<file path="src/design/dct_pkg.sv">
package dct_pkg;

    typedef logic signed [15:0] coef_t;
    typedef logic signed [15:0] sample_t;
    typedef logic signed [31:0] acc_t;

    localparam int PROD_SHIFT = 8;  // coefficients carry a 4096 scale

    // c[k][j] with k the input column of s' and j the output column of T
    localparam coef_t DCT_C [8][8] = '{
        '{1448,  2008,  1892,  1702,  1448,  1137,   783,   399},
        '{1448,  1702,   783,  -399, -1448, -2008, -1892, -1137},
        '{1448,  1137,  -783, -2008, -1448,   399,  1892,  1702},
        '{1448,   399, -1892, -1137,  1448,  1702,  -783, -2008},
        '{1448,  -399, -1892,  1137,  1448, -1702,  -783,  2008},
        '{1448, -1137,  -783,  2008, -1448,  -399,  1892, -1702},
        '{1448, -1702,   783,   399, -1448,  2008, -1892,  1137},
        '{1448, -2008,  1892, -1702,  1448, -1137,   783,  -399}
    };

    typedef enum logic [1:0] {
        XF_IDLE,
        XF_WAIT_BANK,   // bank not filled yet
        XF_MAC,
        XF_EMIT
    } xform_state_e;

    typedef enum logic [1:0] {
        FE_IDLE,
        FE_WAIT_BANK,   // bank still held by the transform
        FE_READ,
        FE_DRAIN        // reads issued, words still in flight
    } fetch_state_e;

endpackage

</file>
<file path="src/design/sram_map_pkg.sv">
package sram_map_pkg;

    typedef logic [17:0] sram_addr_t;
    typedef logic [15:0] sram_data_t;

    localparam int BLOCK_DIM = 8;
    localparam int BLOCK_SIZE = 64;
    localparam int SRAM_READ_LATENCY = 2;   // cycles from address on the pins to data

    typedef logic [6:0] buf_addr_t;  // bank bit, then 6-bit index inside the block

    // word address of pixel (prow, pcol), row times width built from shifted rows
    function automatic sram_addr_t pixel_addr(input int unsigned width,
                                              input sram_addr_t prow,
                                              input sram_addr_t pcol);
        sram_addr_t addr;
        addr = pcol;
        for (int b = 0; b < $bits(sram_addr_t); b++) begin
            if (width[b])
                addr = addr + (prow << b);
        end
        return addr;
    endfunction

endpackage

</file>
<file path="src/design/sram_arbiter.sv">
`timescale 1ns/1ps

module sram_arbiter import sram_map_pkg::*; (
    input  logic       CLOCK,
    input  logic       Resetn,
    input  logic       rd_req,
    input  sram_addr_t rd_addr,
    input  logic       wr_req,
    input  sram_addr_t wr_addr,
    input  sram_data_t wr_data,
    output logic       rd_gnt,
    output sram_addr_t sram_address,
    output sram_data_t sram_write_data,
    output logic       sram_we_n
);

    // writeback always wins, a denied read simply waits
    assign rd_gnt = rd_req && !wr_req;

    always_ff @(posedge CLOCK or negedge Resetn) begin
        if (!Resetn) begin
            sram_address <= '0;
            sram_we_n <= 1'b1;
        end else begin
            sram_we_n <= !wr_req;   // low only for the granted write
            if (wr_req)
                sram_address <= wr_addr;
            else if (rd_req)
                sram_address <= rd_addr;
            // no request keeps the last address on the pins
        end
    end

    always_ff @(posedge CLOCK) begin
        if (wr_req)
            sram_write_data <= wr_data;
    end

endmodule

</file>
<file path="src/design/block_fetch.sv">
`timescale 1ns/1ps

module block_fetch import sram_map_pkg::*, dct_pkg::*; #(
    parameter int BLOCK_COLS = 40,
    parameter int BLOCK_ROWS = 30
) (
    input  logic       CLOCK,
    input  logic       Resetn,
    input  logic       start,
    input  logic       rd_gnt,
    input  sram_data_t sram_read_data,
    input  logic [1:0] bank_full,
    output logic       rd_req,
    output sram_addr_t rd_addr,
    output logic       buf_we,
    output buf_addr_t  buf_waddr,
    output sram_data_t buf_wdata,
    output logic       fill_done,
    output logic       fill_bank
);

    localparam int WIDTH = BLOCK_COLS * BLOCK_DIM;
    localparam int COL_W = $clog2(BLOCK_COLS + 1);
    localparam int ROW_W = $clog2(BLOCK_ROWS + 1);

    fetch_state_e state;
    logic [COL_W-1:0] blk_col;
    logic [ROW_W-1:0] blk_row;
    logic [5:0] m;          // ri in [5:3], ci in [2:0]
    logic bank;
    logic [SRAM_READ_LATENCY:0] vld_pipe;   // one stage for the arbiter register
    buf_addr_t tag_pipe [SRAM_READ_LATENCY+1];

    assign rd_req = (state == FE_READ);
    assign rd_addr = pixel_addr(WIDTH, sram_addr_t'({blk_row, m[5:3]}),
                                sram_addr_t'({blk_col, m[2:0]}));

    // returning word goes to the index tagged when its read was granted
    assign buf_we = vld_pipe[SRAM_READ_LATENCY];
    assign buf_waddr = tag_pipe[SRAM_READ_LATENCY];
    assign buf_wdata = sram_read_data;
    assign fill_done = buf_we && (buf_waddr[5:0] == 6'(BLOCK_SIZE - 1));
    assign fill_bank = buf_waddr[6];

    always_ff @(posedge CLOCK or negedge Resetn) begin
        if (!Resetn) begin
            state <= FE_IDLE;
            blk_col <= '0;
            blk_row <= '0;
            m <= '0;
            bank <= 1'b0;
            vld_pipe <= '0;
        end else begin
            vld_pipe <= {vld_pipe[SRAM_READ_LATENCY-1:0], rd_gnt};
            case (state)
                FE_IDLE: begin
                    if (start) begin
                        blk_col <= '0;
                        blk_row <= '0;
                        m <= '0;
                        bank <= 1'b0;
                        state <= FE_WAIT_BANK;
                    end
                end
                FE_WAIT_BANK: begin
                    if (!bank_full[bank])
                        state <= FE_READ;
                end
                FE_READ: begin
                    if (rd_gnt) begin
                        m <= m + 6'd1;
                        if (m == 6'(BLOCK_SIZE - 1)) begin  // last read of the block
                            bank <= !bank;
                            state <= FE_DRAIN;
                            if (blk_col == COL_W'(BLOCK_COLS - 1)) begin
                                blk_col <= '0;
                                if (blk_row == ROW_W'(BLOCK_ROWS - 1))
                                    blk_row <= '0;
                                else
                                    blk_row <= blk_row + 1'b1;
                            end else begin
                                blk_col <= blk_col + 1'b1;
                            end
                        end
                    end
                end
                FE_DRAIN: begin
                    // counters back at 0,0 means the picture has wrapped
                    if (fill_done)
                        state <= (blk_col == '0 && blk_row == '0) ? FE_IDLE : FE_WAIT_BANK;
                end
                default: state <= FE_IDLE;
            endcase
        end
    end

    always_ff @(posedge CLOCK) begin
        tag_pipe[0] <= {bank, m};
        for (int i = 1; i <= SRAM_READ_LATENCY; i++)
            tag_pipe[i] <= tag_pipe[i-1];
    end

endmodule

</file>
<file path="src/design/block_buffer.sv">
`timescale 1ns/1ps

module block_buffer import sram_map_pkg::*, dct_pkg::*; (
    input  logic       CLOCK,
    input  logic       Resetn,
    input  logic       buf_we,
    input  buf_addr_t  buf_waddr,
    input  sram_data_t buf_wdata,
    input  logic       fill_done,
    input  logic       fill_bank,
    input  buf_addr_t  rd_index,
    input  logic       bank_release,
    input  logic       release_bank,
    output sample_t    rd_data,
    output logic [1:0] bank_full
);

    sample_t mem [2*BLOCK_SIZE];    // two blocks of s'
    logic [1:0] full;

    assign bank_full = full;

    always_ff @(posedge CLOCK) begin
        if (buf_we)
            mem[buf_waddr] <= $signed(buf_wdata);
        rd_data <= mem[rd_index];   // data one cycle after the index
    end

    // a bank belongs to fetch while clear and to the transform while set
    always_ff @(posedge CLOCK or negedge Resetn) begin
        if (!Resetn) begin
            full <= '0;
        end else begin
            if (fill_done)
                full[fill_bank] <= 1'b1;
            if (bank_release)
                full[release_bank] <= 1'b0;
        end
    end

endmodule

</file>
<file path="src/design/row_transform.sv">
`timescale 1ns/1ps

module row_transform import dct_pkg::*, sram_map_pkg::*; #(
    parameter int BLOCK_COLS = 40,
    parameter int BLOCK_ROWS = 30
) (
    input  logic       CLOCK,
    input  logic       Resetn,
    input  logic       start,
    input  logic [1:0] bank_full,
    input  sample_t    rd_data,
    output buf_addr_t  rd_index,
    output logic       t_valid,
    output acc_t       t_value,
    output logic [5:0] t_index,
    output logic       bank_release,
    output logic       release_bank
);

    localparam int TOTAL = BLOCK_COLS * BLOCK_ROWS;
    localparam int CNT_W = $clog2(TOTAL + 1);

    xform_state_e state;
    logic [5:0] out_idx;    // r in [5:3], j in [2:0]
    logic [2:0] k;
    logic [2:0] k_data;
    logic bank;
    logic [CNT_W-1:0] blk_cnt;
    acc_t acc;
    acc_t prod;
    acc_t term;

    assign rd_index = {bank, out_idx[5:3], k};

    // rd_data answers the index of the previous cycle
    // k has wrapped to 0 in XF_EMIT so this gives 7 there
    assign k_data = k - 3'd1;
    assign prod = rd_data * DCT_C[k_data][out_idx[2:0]];
    assign term = prod >>> PROD_SHIFT;

    always_ff @(posedge CLOCK or negedge Resetn) begin
        if (!Resetn) begin
            state <= XF_IDLE;
            out_idx <= '0;
            k <= '0;
            bank <= 1'b0;
            blk_cnt <= '0;
            acc <= '0;
            t_valid <= 1'b0;
            bank_release <= 1'b0;
            release_bank <= 1'b0;
        end else begin
            t_valid <= 1'b0;
            bank_release <= 1'b0;
            case (state)
                XF_IDLE: begin
                    if (start) begin
                        out_idx <= '0;
                        k <= '0;
                        bank <= 1'b0;
                        blk_cnt <= '0;
                        acc <= '0;
                        state <= XF_WAIT_BANK;
                    end
                end
                XF_WAIT_BANK: begin
                    if (bank_full[bank])
                        state <= XF_MAC;
                end
                XF_MAC: begin
                    if (k != 3'd0)
                        acc <= acc + term;  // first cycle only issues the read
                    k <= k + 3'd1;
                    if (k == 3'd7)
                        state <= XF_EMIT;
                end
                XF_EMIT: begin
                    t_valid <= 1'b1;
                    acc <= '0;              // fresh sum for the next output
                    out_idx <= out_idx + 6'd1;
                    if (out_idx == 6'(BLOCK_SIZE - 1)) begin
                        bank_release <= 1'b1;
                        release_bank <= bank;
                        bank <= !bank;
                        blk_cnt <= blk_cnt + 1'b1;
                        if (blk_cnt == CNT_W'(TOTAL - 1))
                            state <= XF_IDLE;
                        else
                            state <= XF_WAIT_BANK;
                    end else begin
                        state <= XF_MAC;
                    end
                end
                default: state <= XF_IDLE;
            endcase
        end
    end

    always_ff @(posedge CLOCK) begin
        if (state == XF_EMIT) begin
            t_value <= acc + term;  // adds the k = 7 term
            t_index <= out_idx;
        end
    end

endmodule

</file>
<file path="src/design/t_writeback.sv">
`timescale 1ns/1ps

module t_writeback import dct_pkg::*, sram_map_pkg::*; #(
    parameter int BLOCK_COLS = 40,
    parameter int BLOCK_ROWS = 30,
    parameter int RESULT_BASE = 76800
) (
    input  logic       CLOCK,
    input  logic       Resetn,
    input  logic       start,
    input  logic       t_valid,
    input  acc_t       t_value,
    input  logic [5:0] t_index,
    output logic       wr_req,
    output sram_addr_t wr_addr,
    output sram_data_t wr_data,
    output logic       busy,
    output logic       done
);

    localparam int WIDTH = BLOCK_COLS * BLOCK_DIM;
    localparam int COL_W = $clog2(BLOCK_COLS + 1);
    localparam int ROW_W = $clog2(BLOCK_ROWS + 1);

    logic [COL_W-1:0] blk_col;
    logic [ROW_W-1:0] blk_row;
    logic last_blk;
    logic blk_end;
    logic last_wr;      // the write now on wr_req closes the picture
    sram_data_t clamped;

    assign last_blk = (blk_col == COL_W'(BLOCK_COLS - 1)) && (blk_row == ROW_W'(BLOCK_ROWS - 1));
    assign blk_end = t_valid && (t_index == 6'(BLOCK_SIZE - 1));

    // saturate to the signed 16-bit range
    always_comb begin
        if (t_value > 32'sd32767)
            clamped = 16'h7fff;
        else if (t_value < -32'sd32768)
            clamped = 16'h8000;
        else
            clamped = t_value[15:0];
    end

    always_ff @(posedge CLOCK or negedge Resetn) begin
        if (!Resetn) begin
            wr_req <= 1'b0;
            last_wr <= 1'b0;
            done <= 1'b0;
            busy <= 1'b0;
            blk_col <= '0;
            blk_row <= '0;
        end else begin
            wr_req <= t_valid;
            last_wr <= blk_end && last_blk;
            done <= last_wr;
            if (start) begin
                busy <= 1'b1;
                blk_col <= '0;
                blk_row <= '0;
            end else begin
                if (last_wr)
                    busy <= 1'b0;   // drops together with done
                if (blk_end) begin
                    if (blk_col == COL_W'(BLOCK_COLS - 1)) begin
                        blk_col <= '0;
                        blk_row <= (blk_row == ROW_W'(BLOCK_ROWS - 1)) ? '0 : blk_row + 1'b1;
                    end else begin
                        blk_col <= blk_col + 1'b1;
                    end
                end
            end
        end
    end

    always_ff @(posedge CLOCK) begin
        if (t_valid) begin
            wr_data <= clamped;
            wr_addr <= sram_addr_t'(RESULT_BASE)
                     + pixel_addr(WIDTH, sram_addr_t'({blk_row, t_index[5:3]}),
                                  sram_addr_t'({blk_col, t_index[2:0]}));
        end
    end

endmodule

</file>
<file path="src/design/idct_stage1_top.sv">
`timescale 1ns/1ps

module idct_stage1_top import sram_map_pkg::*, dct_pkg::*; #(
    parameter int BLOCK_COLS = 40,
    parameter int BLOCK_ROWS = 30,
    parameter int RESULT_BASE = 76800
) (
    input  logic       CLOCK,
    input  logic       Resetn,
    input  logic       start,
    input  sram_data_t sram_read_data,
    output sram_addr_t sram_address,
    output sram_data_t sram_write_data,
    output logic       sram_we_n,
    output logic       busy,
    output logic       done
);

    logic       start_go;
    logic       rd_req;
    logic       rd_gnt;
    sram_addr_t rd_addr;
    logic       wr_req;
    sram_addr_t wr_addr;
    sram_data_t wr_data;
    logic       buf_we;
    buf_addr_t  buf_waddr;
    sram_data_t buf_wdata;
    logic       fill_done;
    logic       fill_bank;
    logic [1:0] bank_full;
    buf_addr_t  rd_index;
    sample_t    rd_data;
    logic       t_valid;
    acc_t       t_value;
    logic [5:0] t_index;
    logic       bank_release;
    logic       release_bank;

    assign start_go = start && !busy;   // a start during a run is dropped

    block_fetch #(
        .BLOCK_COLS (BLOCK_COLS),
        .BLOCK_ROWS (BLOCK_ROWS)
    ) u_block_fetch (
        .CLOCK          (CLOCK),
        .Resetn         (Resetn),
        .start          (start_go),
        .rd_gnt         (rd_gnt),
        .sram_read_data (sram_read_data),
        .bank_full      (bank_full),
        .rd_req         (rd_req),
        .rd_addr        (rd_addr),
        .buf_we         (buf_we),
        .buf_waddr      (buf_waddr),
        .buf_wdata      (buf_wdata),
        .fill_done      (fill_done),
        .fill_bank      (fill_bank)
    );

    block_buffer u_block_buffer (
        .CLOCK        (CLOCK),
        .Resetn       (Resetn),
        .buf_we       (buf_we),
        .buf_waddr    (buf_waddr),
        .buf_wdata    (buf_wdata),
        .fill_done    (fill_done),
        .fill_bank    (fill_bank),
        .rd_index     (rd_index),
        .bank_release (bank_release),
        .release_bank (release_bank),
        .rd_data      (rd_data),
        .bank_full    (bank_full)
    );

    row_transform #(
        .BLOCK_COLS (BLOCK_COLS),
        .BLOCK_ROWS (BLOCK_ROWS)
    ) u_row_transform (
        .CLOCK        (CLOCK),
        .Resetn       (Resetn),
        .start        (start_go),
        .bank_full    (bank_full),
        .rd_data      (rd_data),
        .rd_index     (rd_index),
        .t_valid      (t_valid),
        .t_value      (t_value),
        .t_index      (t_index),
        .bank_release (bank_release),
        .release_bank (release_bank)
    );

    t_writeback #(
        .BLOCK_COLS  (BLOCK_COLS),
        .BLOCK_ROWS  (BLOCK_ROWS),
        .RESULT_BASE (RESULT_BASE)
    ) u_t_writeback (
        .CLOCK   (CLOCK),
        .Resetn  (Resetn),
        .start   (start_go),
        .t_valid (t_valid),
        .t_value (t_value),
        .t_index (t_index),
        .wr_req  (wr_req),
        .wr_addr (wr_addr),
        .wr_data (wr_data),
        .busy    (busy),
        .done    (done)
    );

    sram_arbiter u_sram_arbiter (
        .CLOCK           (CLOCK),
        .Resetn          (Resetn),
        .rd_req          (rd_req),
        .rd_addr         (rd_addr),
        .wr_req          (wr_req),
        .wr_addr         (wr_addr),
        .wr_data         (wr_data),
        .rd_gnt          (rd_gnt),
        .sram_address    (sram_address),
        .sram_write_data (sram_write_data),
        .sram_we_n       (sram_we_n)
    );

endmodule

</file>
<file path="config.mk">
export PLATFORM = sky130hd
export DESIGN_NAME = idct_stage1_top
export DESIGN_NICKNAME = d
export VERILOG_FILES = /design/src/design/dct_pkg.sv /design/src/design/sram_map_pkg.sv /design/src/design/sram_arbiter.sv /design/src/design/block_fetch.sv /design/src/design/block_buffer.sv /design/src/design/row_transform.sv /design/src/design/t_writeback.sv /design/src/design/idct_stage1_top.sv
export SDC_FILE = /design/constraint.sdc
export NUM_CORES = 2
export LEC_CHECK = 0
export ABC_CLOCK_PERIOD_IN_PS = 13850
export BUFFER_PORTS_ARGS = -buffer_cell sky130_fd_sc_hd__buf_2
export CORE_ASPECT_RATIO = 1.75
export CORE_MARGIN = 3
export CORE_UTILIZATION = 44
export CTS_BUF_LIST = sky130_fd_sc_hd__clkbuf_4 sky130_fd_sc_hd__clkbuf_8
export DETAILED_ROUTE_END_ITERATION = 10
export SYNTH_ARGS = -nofsm -noshare
export SYNTH_HDL_FRONTEND = slang
export SYNTH_SLANG_ARGS = --single-unit
</file>
<file path="constraint.sdc">
create_clock -name CLOCK -period 13.85 [get_ports CLOCK]
set_input_delay 2.77 -clock CLOCK [delete_from_list [all_inputs] [get_ports CLOCK]]
set_output_delay 2.77 -clock CLOCK [all_outputs]
set_load 0.02 [all_outputs]
</file>
==> flow_summary.json <==
{
  "cts_sinks": 2290,
  "use_met3": 0.0257,
  "area_growth_syn_to_layout_pct": 11.2,
  "vias": 49366,
  "finalHoldViolCount": 0,
  "synth-edff-count": 2136,
  "pwr-share-seq": 0.583,
  "combPwrFrac": 0.010,
  "hold_depth": 0,
  "postCtsHoldBufs": 0,
  "dp_hpwl_um": 156000,
  "yosysTopAreaCell": "edfxtp_1",
  "antenna_left": 0,
  "p_int_w": 0.0103,
  "multiInputGateArea_um2": 29800,
  "yosysTopAreaCellShare": 0.643,
  "dieArea_um2": 233000,
  "power_density_nw_per_um2": 117,
  "period_share": 0.901,
  "fin_skew_ns": 0.110,
  "drive_above_1_share": 0.256,
  "switching_share": 0.204,
  "max-cap-violations": 0,
  "synth-seq-cells": 2290,
  "firstDrtPassIters": 5,
  "antenna_found_initial": 6,
  "die_w_um": 366,
  "vias_per_cell": 5.58,
  "setup_tns_ns": 0,
  "clock_power_share": 0.407,
  "crit_slowest_cell": "dfrtp_4",
  "grt_pass1_wl_um": 358000,
  "wl_per_cell_um": 27.1,
  "hold_class": "reg -> reg",
  "startpoint_type": "register",
  "clk_pin_slew_worst_paths_ns": 0.07,
  "grt-busiest-layer": "met2",
  "cpMostUsedCell": "inv_1",
  "grt_max_degree": 131,
  "drtIter0Drc": 3985,
  "cts_made_buffers": 332,
  "insertion_delay_ns": 0.96,
  "fmax_ghz": 0.0801,
  "coreArea_um2": 225000,
  "netlist_area_um2": 99700,
  "syn-num-nets": 5666,
  "grt_pass1_vias": 53802,
  "rows": 230,
  "leakage_nw": 38.6,
  "synth_ff_type": "edfxtp_1",
  "irDropWorstVdd_uv": 72.0,
  "initial_core_util": 0.444,
  "worstSetupPathType": "reg -> reg",
  "grt_use_met1": 0.232,
  "portBuffers": 55,
  "status": "completed",
  "tightest_slew_ns": 1.25,
  "worst-path-max-fanout": 37,
  "worst_path_largest_cell_delay_ns": 0.83,
  "r2r_cells": 43,
  "yosysSeqAreaShare": 0.680,
  "synth.distinct_cells": 75,
  "final_cell_mix": "2136 x edfxtp_1, 675 x mux4_2, 345 x inv_1",
  "grt_usage": 0.207,
  "async_reset_ff_frac": 0.0511,
  "io_pins": 56,
  "wirelength_um": 240000,
  "avgSynthCellArea_um2": 19.1,
  "cts_max_level": 5,
  "arrival_ns": 13.28,
  "rsz0062_at_grt": "no",
  "root_buffer": "clkbuf_8",
  "fp.dieH_um": 636,
  "end_kind": "register",
  "seq_area_um2": 67800,
  "layout_commonest_cell": "edfxtp_1",
  "met2_usage": 0.395,
  "place.gp.congestion": 0.899,
  "period_needed_ns": 12.48,
  "required_ns": 14.65,
  "fill_cells": 18319,
  "synthTopCellsByArea": "edfxtp_1 64%, mux4_2 15%, fa_1 5.1%",
  "cts_buffer_depth": 4,
  "post-route-drc-count": 0,
  "cts_tree": "built",
  "cts_setup_buffers": 0,
  "slew_violations": 0,
  "utilization": 0.494,
  "relSlewSlack": 0.163,
  "grt-ovfl-total": 0,
  "nNetsFinal": 6019,
  "cts_resized": 0,
  "p_sw_w": 0.00264,
  "synthCells": 5227,
  "finalSetupViolCount": 0,
  "yosysWarnings": 0
}
layout make-up:
| cell class | instances | area share |
|---|---|---|
| antenna | 4 | 0.0000902 |
| clock buffer | 425 | 0.0481 |
| clock inverter | 154 | 0.00924 |
| inverter | 347 | 0.0117 |
| multi-input combinational | 2352 | 0.268 |
| sequential | 2290 | 0.612 |
| tap | 3016 | 0.0340 |
| timing repair buffer | 257 | 0.0169 |
flip-flops by register name, summed over array words and instances (netlist names), 3 cells and up:
| signal | flops |
|---|---|
| u_block_buffer.mem | 2048 |
| u_row_transform.acc | 32 |
| u_row_transform.t_value | 32 |
| u_block_fetch.tag_pipe | 21 |
| u_sram_arbiter.sram_address | 18 |
| u_t_writeback.wr_addr | 18 |
| u_block_buffer.rd_data | 16 |
| u_sram_arbiter.sram_write_data | 16 |
| u_t_writeback.wr_data | 16 |
| u_row_transform.blk_cnt | 11 |
| u_block_fetch.blk_col | 6 |
| u_block_fetch.m | 6 |
| u_row_transform.out_idx | 6 |
| u_row_transform.t_index | 6 |
| u_t_writeback.blk_col | 6 |
| u_block_fetch.blk_row | 5 |
| u_t_writeback.blk_row | 5 |
| u_block_fetch.vld_pipe | 3 |
| u_row_transform.k | 3 |
power by group through the flow:
stage | Sequential (W) | Clock, W | Combinational, W
4_1_cts | 0.00756 | 0.00543 | 0.000133
6_report | 0.00756 | 0.00528 | 0.000129
3_3_place_gp | 0.00771 | 0 | 0.000125
5_1_grt | 0.00756 | 0.00571 | 0.000145
3_5_place_dp | 0.00771 | 0 | 0.000133
2_1_floorplan | 0.00771 | 0 | 0.0000205
critical path: cells and delay by family, from the launching register on:
| kind | cells | cell delay (ns) |
|---|---|---|
| compound gates | 18 | 4.37 |
| xor+xnor | 2 | 0.40 |
| simple gates | 6 | 1.62 |
| flops | 1 | 0.83 |
| fa+ha+maj | 10 | 4.56 |
| buf+inv | 7 | 0.56 |
per-layer routing:
metal  up-vias  share of wire
met2      1221           0.57
li1      21175              -
met1     26547           0.35
met4         0          0.043
met3       423          0.038
met5         -              0
cell families (layout without fill, tap and decap cells):
group                    count (synthesis)  count (layout)  synth area share
XOR/XNOR                               107             107           0.00947
buffers and inverters                  585            1183            0.0222
flip-flops                            2290            2290             0.680
adder cells (fa/ha/maj)                420             420            0.0719
other                                    0               4                 0
multiplexers                           720             720             0.157
AO/OA/AOI/OAI                          365             365            0.0244
AND/OR/NAND/NOR                        740             740            0.0350
worst paths after layout:
check / start / to / slack, ns
max in group asynchronous: Resetn / u_row_transform.k[1] / 10.77
hold / removal: u_block_fetch.tag_pipe[0][12] / u_block_fetch.tag_pipe[0][19] / 0.33
setup reg to reg: u_row_transform.k[1] / u_row_transform.acc[31] / 1.37
hold reg to reg: u_block_fetch.tag_pipe[0][12] / u_block_fetch.tag_pipe[0][19] / 0.33
min in group asynchronous: Resetn / u_sram_arbiter.sram_address[17] / 1.90
setup / recovery: u_row_transform.k[1] / u_row_transform.acc[31] / 1.37
metrics by stage:
stage / setup WS, ns / total power, W / cell area [µm²] / cells / hold WS [ns]
floorplan: 2.06 / 0.00773 / 99700 / 5227 / 0.310
global placement: 1.51 / 0.00783 / 105000 / 8262 / 0.317
detailed placement: 1.41 / 0.00784 / 105000 / 8262 / 0.312
CTS: 1.37 / 0.0131 / 111000 / 8841 / 0.325
global route: 0.308 / 0.0134 / 111000 / 8844 / 0.333
finish: 1.37 / 0.0130 / 111000 / 8845 / 0.327
cell usage after synthesis (14+ instances only):
master / count
edfxtp_1: 2136
o21a_1: 31
buf_1: 59
nand2_1: 176
mux4_2: 675
nand4_1: 19
nor3_1: 23
inv_1: 346
and2_1: 79
clkbuf_1: 167
o21ai_0: 88
nand3_1: 45
xnor2_1: 78
a22o_1: 30
nor2_1: 263
and3_1: 14
nor2b_1: 60
a21oi_1: 91
xor2_1: 28
ha_1: 164
nand2b_1: 20
dfxtp_1: 37
a21o_1: 35
mux2i_1: 23
dfrtp_1: 116
fa_1: 256
mux2_2: 22
No activity file was read; power rests on OpenSTA's default activity.
